==> src/rtl/tcb_lite_pkg.sv <==
// tcb-lite bus protocol parameters
// widths of the request and response fields and the response delay

package tcb_lite_pkg;

    ///////////////////////////////////////////////////////////////////////
    // request fields
    ///////////////////////////////////////////////////////////////////////

    // address width
    localparam int ADR = 32;
    // data width
    localparam int DAT = 32;
    // bytes per data word
    localparam int BYT = DAT/8;
    // logarithmic size field, 0/1/2 for 1/2/4 bytes
    localparam int SIZ = 2;

    ///////////////////////////////////////////////////////////////////////
    // response fields
    ///////////////////////////////////////////////////////////////////////

    // status field width
    localparam int STS = 2;
    // cycles from transfer to response
    localparam int DLY = 1;

endpackage

==> src/rtl/tcb_mem_pkg.sv <==
// memory subordinate map and status encoding
// status codes returned with each response and the default depth

package tcb_mem_pkg;

    // access completed
    localparam logic [tcb_lite_pkg::STS-1:0] STS_OK = 2'd0;
    // address not a multiple of the transfer size
    localparam logic [tcb_lite_pkg::STS-1:0] STS_MISALIGN = 2'd1;
    // word address past the end of the memory
    localparam logic [tcb_lite_pkg::STS-1:0] STS_RANGE = 2'd2;

    ///////////////////////////////////////////////////////////////////////
    // memory map
    ///////////////////////////////////////////////////////////////////////

    // depth in words, power of two
    localparam int DEPTH_DEF = 256;

endpackage

==> src/rtl/tcb_lite_sub_ctl.sv <==
`timescale 1ns/10ps
// tcb-lite subordinate controller
// handshake, access checks, memory strobes and the one-cycle response stage

module tcb_lite_sub_ctl #(
    parameter int DEPTH = tcb_mem_pkg::DEPTH_DEF
)(
    input  logic                                 man,
    input  logic                                 rst,
    // request from the manager
    input  logic                                 vld,
    input  logic                                 wen,
    input  logic [tcb_lite_pkg::SIZ-1:0]         siz,
    input  logic [tcb_lite_pkg::ADR-1:0]         adr,
    input  logic                                 ndn,
    output logic                                 rdy,
    // memory strobes
    output logic                                 mem_we,
    output logic                                 mem_re,
    output logic [$clog2(DEPTH)-1:0]             mem_adr,
    // response stage
    output logic                                 rsp_vld,
    output logic                                 err,
    output logic [tcb_lite_pkg::STS-1:0]         sts,
    output logic [$clog2(tcb_lite_pkg::BYT)-1:0] rsp_off,
    output logic [tcb_lite_pkg::SIZ-1:0]         rsp_siz,
    output logic                                 rsp_ndn,
    output logic                                 rsp_rd
);

    // byte offset bits within a word
    localparam int OFF = $clog2(tcb_lite_pkg::BYT);

    logic                         trn;
    logic                         mis;
    logic                         rng;
    logic [tcb_lite_pkg::STS-1:0] sts_nxt;

    ///////////////////////////////////////////////////////////////////////
    // request decode
    ///////////////////////////////////////////////////////////////////////

    assign trn = vld & rdy;

    // low address bits must be a multiple of the size
    always_comb begin
        case (siz)
            2'd0: mis = 1'b0;
            2'd1: mis = adr[0];
            2'd2: mis = |adr[OFF-1:0];
            // 8 byte transfers not supported
            default: mis = 1'b1;
        endcase
    end

    // word address past the memory
    assign rng = adr[tcb_lite_pkg::ADR-1:OFF] >= DEPTH;

    // misalignment wins over range
    assign sts_nxt = mis ? tcb_mem_pkg::STS_MISALIGN :
                     rng ? tcb_mem_pkg::STS_RANGE : tcb_mem_pkg::STS_OK;

    // strobes only for legal accesses
    assign mem_we  = trn &  wen & ~mis & ~rng;
    assign mem_re  = trn & ~wen & ~mis & ~rng;
    assign mem_adr = adr[OFF +: $clog2(DEPTH)];

    ///////////////////////////////////////////////////////////////////////
    // handshake and response stage
    ///////////////////////////////////////////////////////////////////////

    // ready rises one cycle after reset release
    always_ff @(posedge man) begin
        if (rst) begin
            rdy <= 1'b0;
        end else begin
            rdy <= 1'b1;
        end
    end

    // response flags, valid one cycle after trn
    always_ff @(posedge man) begin
        if (rst) begin
            rsp_vld <= 1'b0;
            err     <= 1'b0;
            sts     <= tcb_mem_pkg::STS_OK;
        end else begin
            rsp_vld <= trn;
            err     <= trn & (mis | rng);
            sts     <= trn ? sts_nxt : tcb_mem_pkg::STS_OK;
        end
    end

    // lane info for read alignment
    always_ff @(posedge man) begin
        if (trn) begin
            rsp_off <= adr[OFF-1:0];
            rsp_siz <= siz;
            rsp_ndn <= ndn;
            rsp_rd  <= ~wen;
        end
    end

endmodule

==> config.mk <==
export PLATFORM = sky130hd
export DESIGN_NAME = tcb_lite_sub_ctl
export DESIGN_NICKNAME = d
export VERILOG_FILES = /design/src/rtl/tcb_lite_pkg.sv /design/src/rtl/tcb_mem_pkg.sv /design/src/rtl/tcb_lite_sub_ctl.sv
export SDC_FILE = /design/constraint.sdc
export NUM_CORES = 1
export LEC_CHECK = 0
export BUFFER_PORTS_ARGS = -buffer_cell sky130_fd_sc_hd__buf_2
export CORE_MARGIN = 2
export CORE_UTILIZATION = 36
export CTS_BUF_LIST = sky130_fd_sc_hd__clkbuf_2 sky130_fd_sc_hd__clkbuf_4 sky130_fd_sc_hd__clkbuf_8
export CTS_CLUSTER_DIAMETER = 100
export DETAILED_ROUTE_END_ITERATION = 10
export GPL_ROUTABILITY_DRIVEN = 1
export MAX_ROUTING_LAYER = met4
export PLACE_DENSITY = 0.9
export SLEW_MARGIN = 20
export SYNTH_ARGS = -nofsm -noshare
export SYNTH_HDL_FRONTEND = slang
export SYNTH_SLANG_ARGS = --single-unit
export TNS_END_PERCENT = 100
==> constraint.sdc <==
create_clock -name man -period 2 [get_ports man]
set_input_delay 0.1 -clock man [delete_from_list [all_inputs] [get_ports man]]
set_output_delay 0.1 -clock man [all_outputs]
set_load 0.05 [all_outputs]
==> metrics.yaml <==
status: "completed"
via_per_inst: 4.84
period_needed_ns: 1.63
cts_buffers: 3
route.detailed.wl_per_inst_um: 11.2
synth-seq-area-share: 0.545
post_cts_buffers: 0
startpoint_type: "register"
reg2reg_slack_ns: 0.90
drt_wl_total_um: 1090
crit_slowest_cell: "dfxtp_1"
die_h_um: 41.8
die_w_um: 41.8
drv_slew: 0
synth_area_per_cell_um2: 12.0
die_area_mm2: 0.00175
crit_arrival_ns: 1.53
finalHoldViolCount: 0
insertion_delay_ns: 0.25
critical_path_class: "reg -> out"
cts.root.buffer_cell: "clkbuf_4"
grt_pass1_vias: 426
max_stage_delay_ns: 0.32
ir_worst_vdd_mv: 0.206
grt_overflow: 0
max-cap-violations: 0
layout_commonest_cell: "buf_2"
drt_first_pass_iters: 2
antennaDiodeCount: 0
placedCellCount: 93
start_util: 0.390
crit_fanout: 8
fmax_ghz: 0.614
crit_chain: "and2_1, o2111ai_1, nor3_1, buf_2"
hold_path.class: "in -> reg"
ys_ff_latch: 11
worst_pin_slew_ns: 0.322
max-slew-margin-rel: 0.786
cts_sinks: 11
rsz0062_at_grt: "no"
post_synth_instance_area_um2: 514
h-tree-depth: 1
grt_pass1_wl_um: 1800
nets: 123
clockBufferDepth: 2
cts-hold-fix-buffers: 1
dpl.hpwl_um: 957
synthCells: 43
via_count: 474
drc: 0
track_usage: 0.140
power.leakage_nw: 0.349
fin_tns_setup_ns: 0
setup_viol: 0
final_cell_mix: "43 x buf_2, 6 x edfxtp_1, 5 x dfxtp_1"
period_share: 0.814
cts_tree: "done"
rows: 13
grt_antenna_before_repair: 0
io_pins: 60
io_buffers: 43
clk_pin_slew_ns: 0.07
drt_iter0_drc: 2
drive_gt1_frac: 0.627
fill_cells: 122
critPathCaptureType: "output port"
dp_slack_ns: 0.642
core_area_mm2: 0.00132
finalCoreUtilization: 0.553
critPathRequiredTime_ns: 1.90
postRouteAntennaNets: 0
cts_resized: 0
ys_warn_count: 0
p_per_area_mw_per_mm2: 682
layout-area-overhead-vs-synth_pct: 41.6
fin_cells: 98
multi_input_area_um2: 163
skew_ns: 0.00465
synth.distinct_cells: 17
grt_max_degree: 9
fin_ws_ns: 0.372
seqCellArea_um2: 280
gp_congestion: 0.747
syn_nets: 82
-- Yosys cell counts --
library cell,n,share of area
buf_4,8,0.12
edfxtp_1,6,0.35
dfxtp_1,5,0.19
nor4_2,4,0.097
inv_1,3,0.022
nor2_1,3,0.022
nor3_1,3,0.029
and2_1,2,0.024
a211oi_1,1,0.015
a21oi_1,1,0.0097
a31oi_1,1,0.012
and4_1,1,0.017
nand2_1,1,0.0073
nand4_1,1,0.012
nor4_4,1,0.041
o2111ai_1,1,0.017
or2_1,1,0.012
-- stage by stage --
| step | area [um^2] | power (mW) | hold slack, ns |
|---|---|---|---|
| 2_1_floorplan | 514 | 0.344 | 0.175 |
| 3_3_place_gp | 688 | 0.345 | 0.200 |
| 3_5_place_dp | 688 | 0.347 | 0.200 |
| 4_1_cts | 728 | 0.503 | 0.0216 |
| 5_1_grt | 728 | 0.518 | 0.0236 |
| 6_report | 728 | 0.497 | 0.0260 |
-- cell type report --
type,instances,share of cell area
well taps,15,0.0258
inverters,3,0.0155
repair buffers,44,0.309
multi-input cells,21,0.223
clock buffers,4,0.0412
flip-flops and latches,11,0.385
-- cell families (layout without fill, tap and decap cells) --
kind of cell | count (synthesis) | in the layout | synth area share
flip-flops | 11 | 11 | 0.545
AO/OA/AOI/OAI | 4 | 4 | 0.0535
AND/OR/NAND/NOR | 17 | 17 | 0.263
buffers and inverters | 11 | 51 | 0.139
-- registers in the layout, summed over array words and instances, names as in the netlist --
signal	flops
rsp_siz	2
rsp_rd	1
rsp_off	2
rsp_ndn	1
rsp_vld	1
rdy	1
sts	2
err	1
-- power breakdown --
part | switching [mW] | total [mW] | internal, mW
Combinational | 0.0578 | 0.0922 | 0.0344
Sequential | 0.00195 | 0.250 | 0.248
Clock | 0.0641 | 0.154 | 0.0903
-- worst max-delay path: cells and delay by family (launching register included) --
kind	cells	cell delay, ns
AOI/OAI and AO/OA	1	0.20
buffers and inverters	1	0.29
DFF	1	0.32
and+or+nand+nor	2	0.46
-- per-layer routing --
| layer | vias to the layer above | routed length, um | GRT usage | part of all wire |
|---|---|---|---|---|
| met5 | - | 0 | - | 0 |
| met3 | 2 | 183 | 0.0522 | 0.17 |
| met1 | 203 | 336 | 0.132 | 0.31 |
| met2 | 37 | 557 | 0.247 | 0.51 |
| li1 | 232 | - | - | - |
| met4 | 0 | 15 | 0.0645 | 0.014 |
-- final timing paths --
path              from          to  depth (start not counted)
hold reg to reg    rdy  rsp_off[0]                          1
hold / removal     ndn     rsp_ndn                          1
setup / recovery   rdy      mem_we                          4
setup reg to reg   rdy      sts[1]                          3
(Power assumes the default switching activity.)
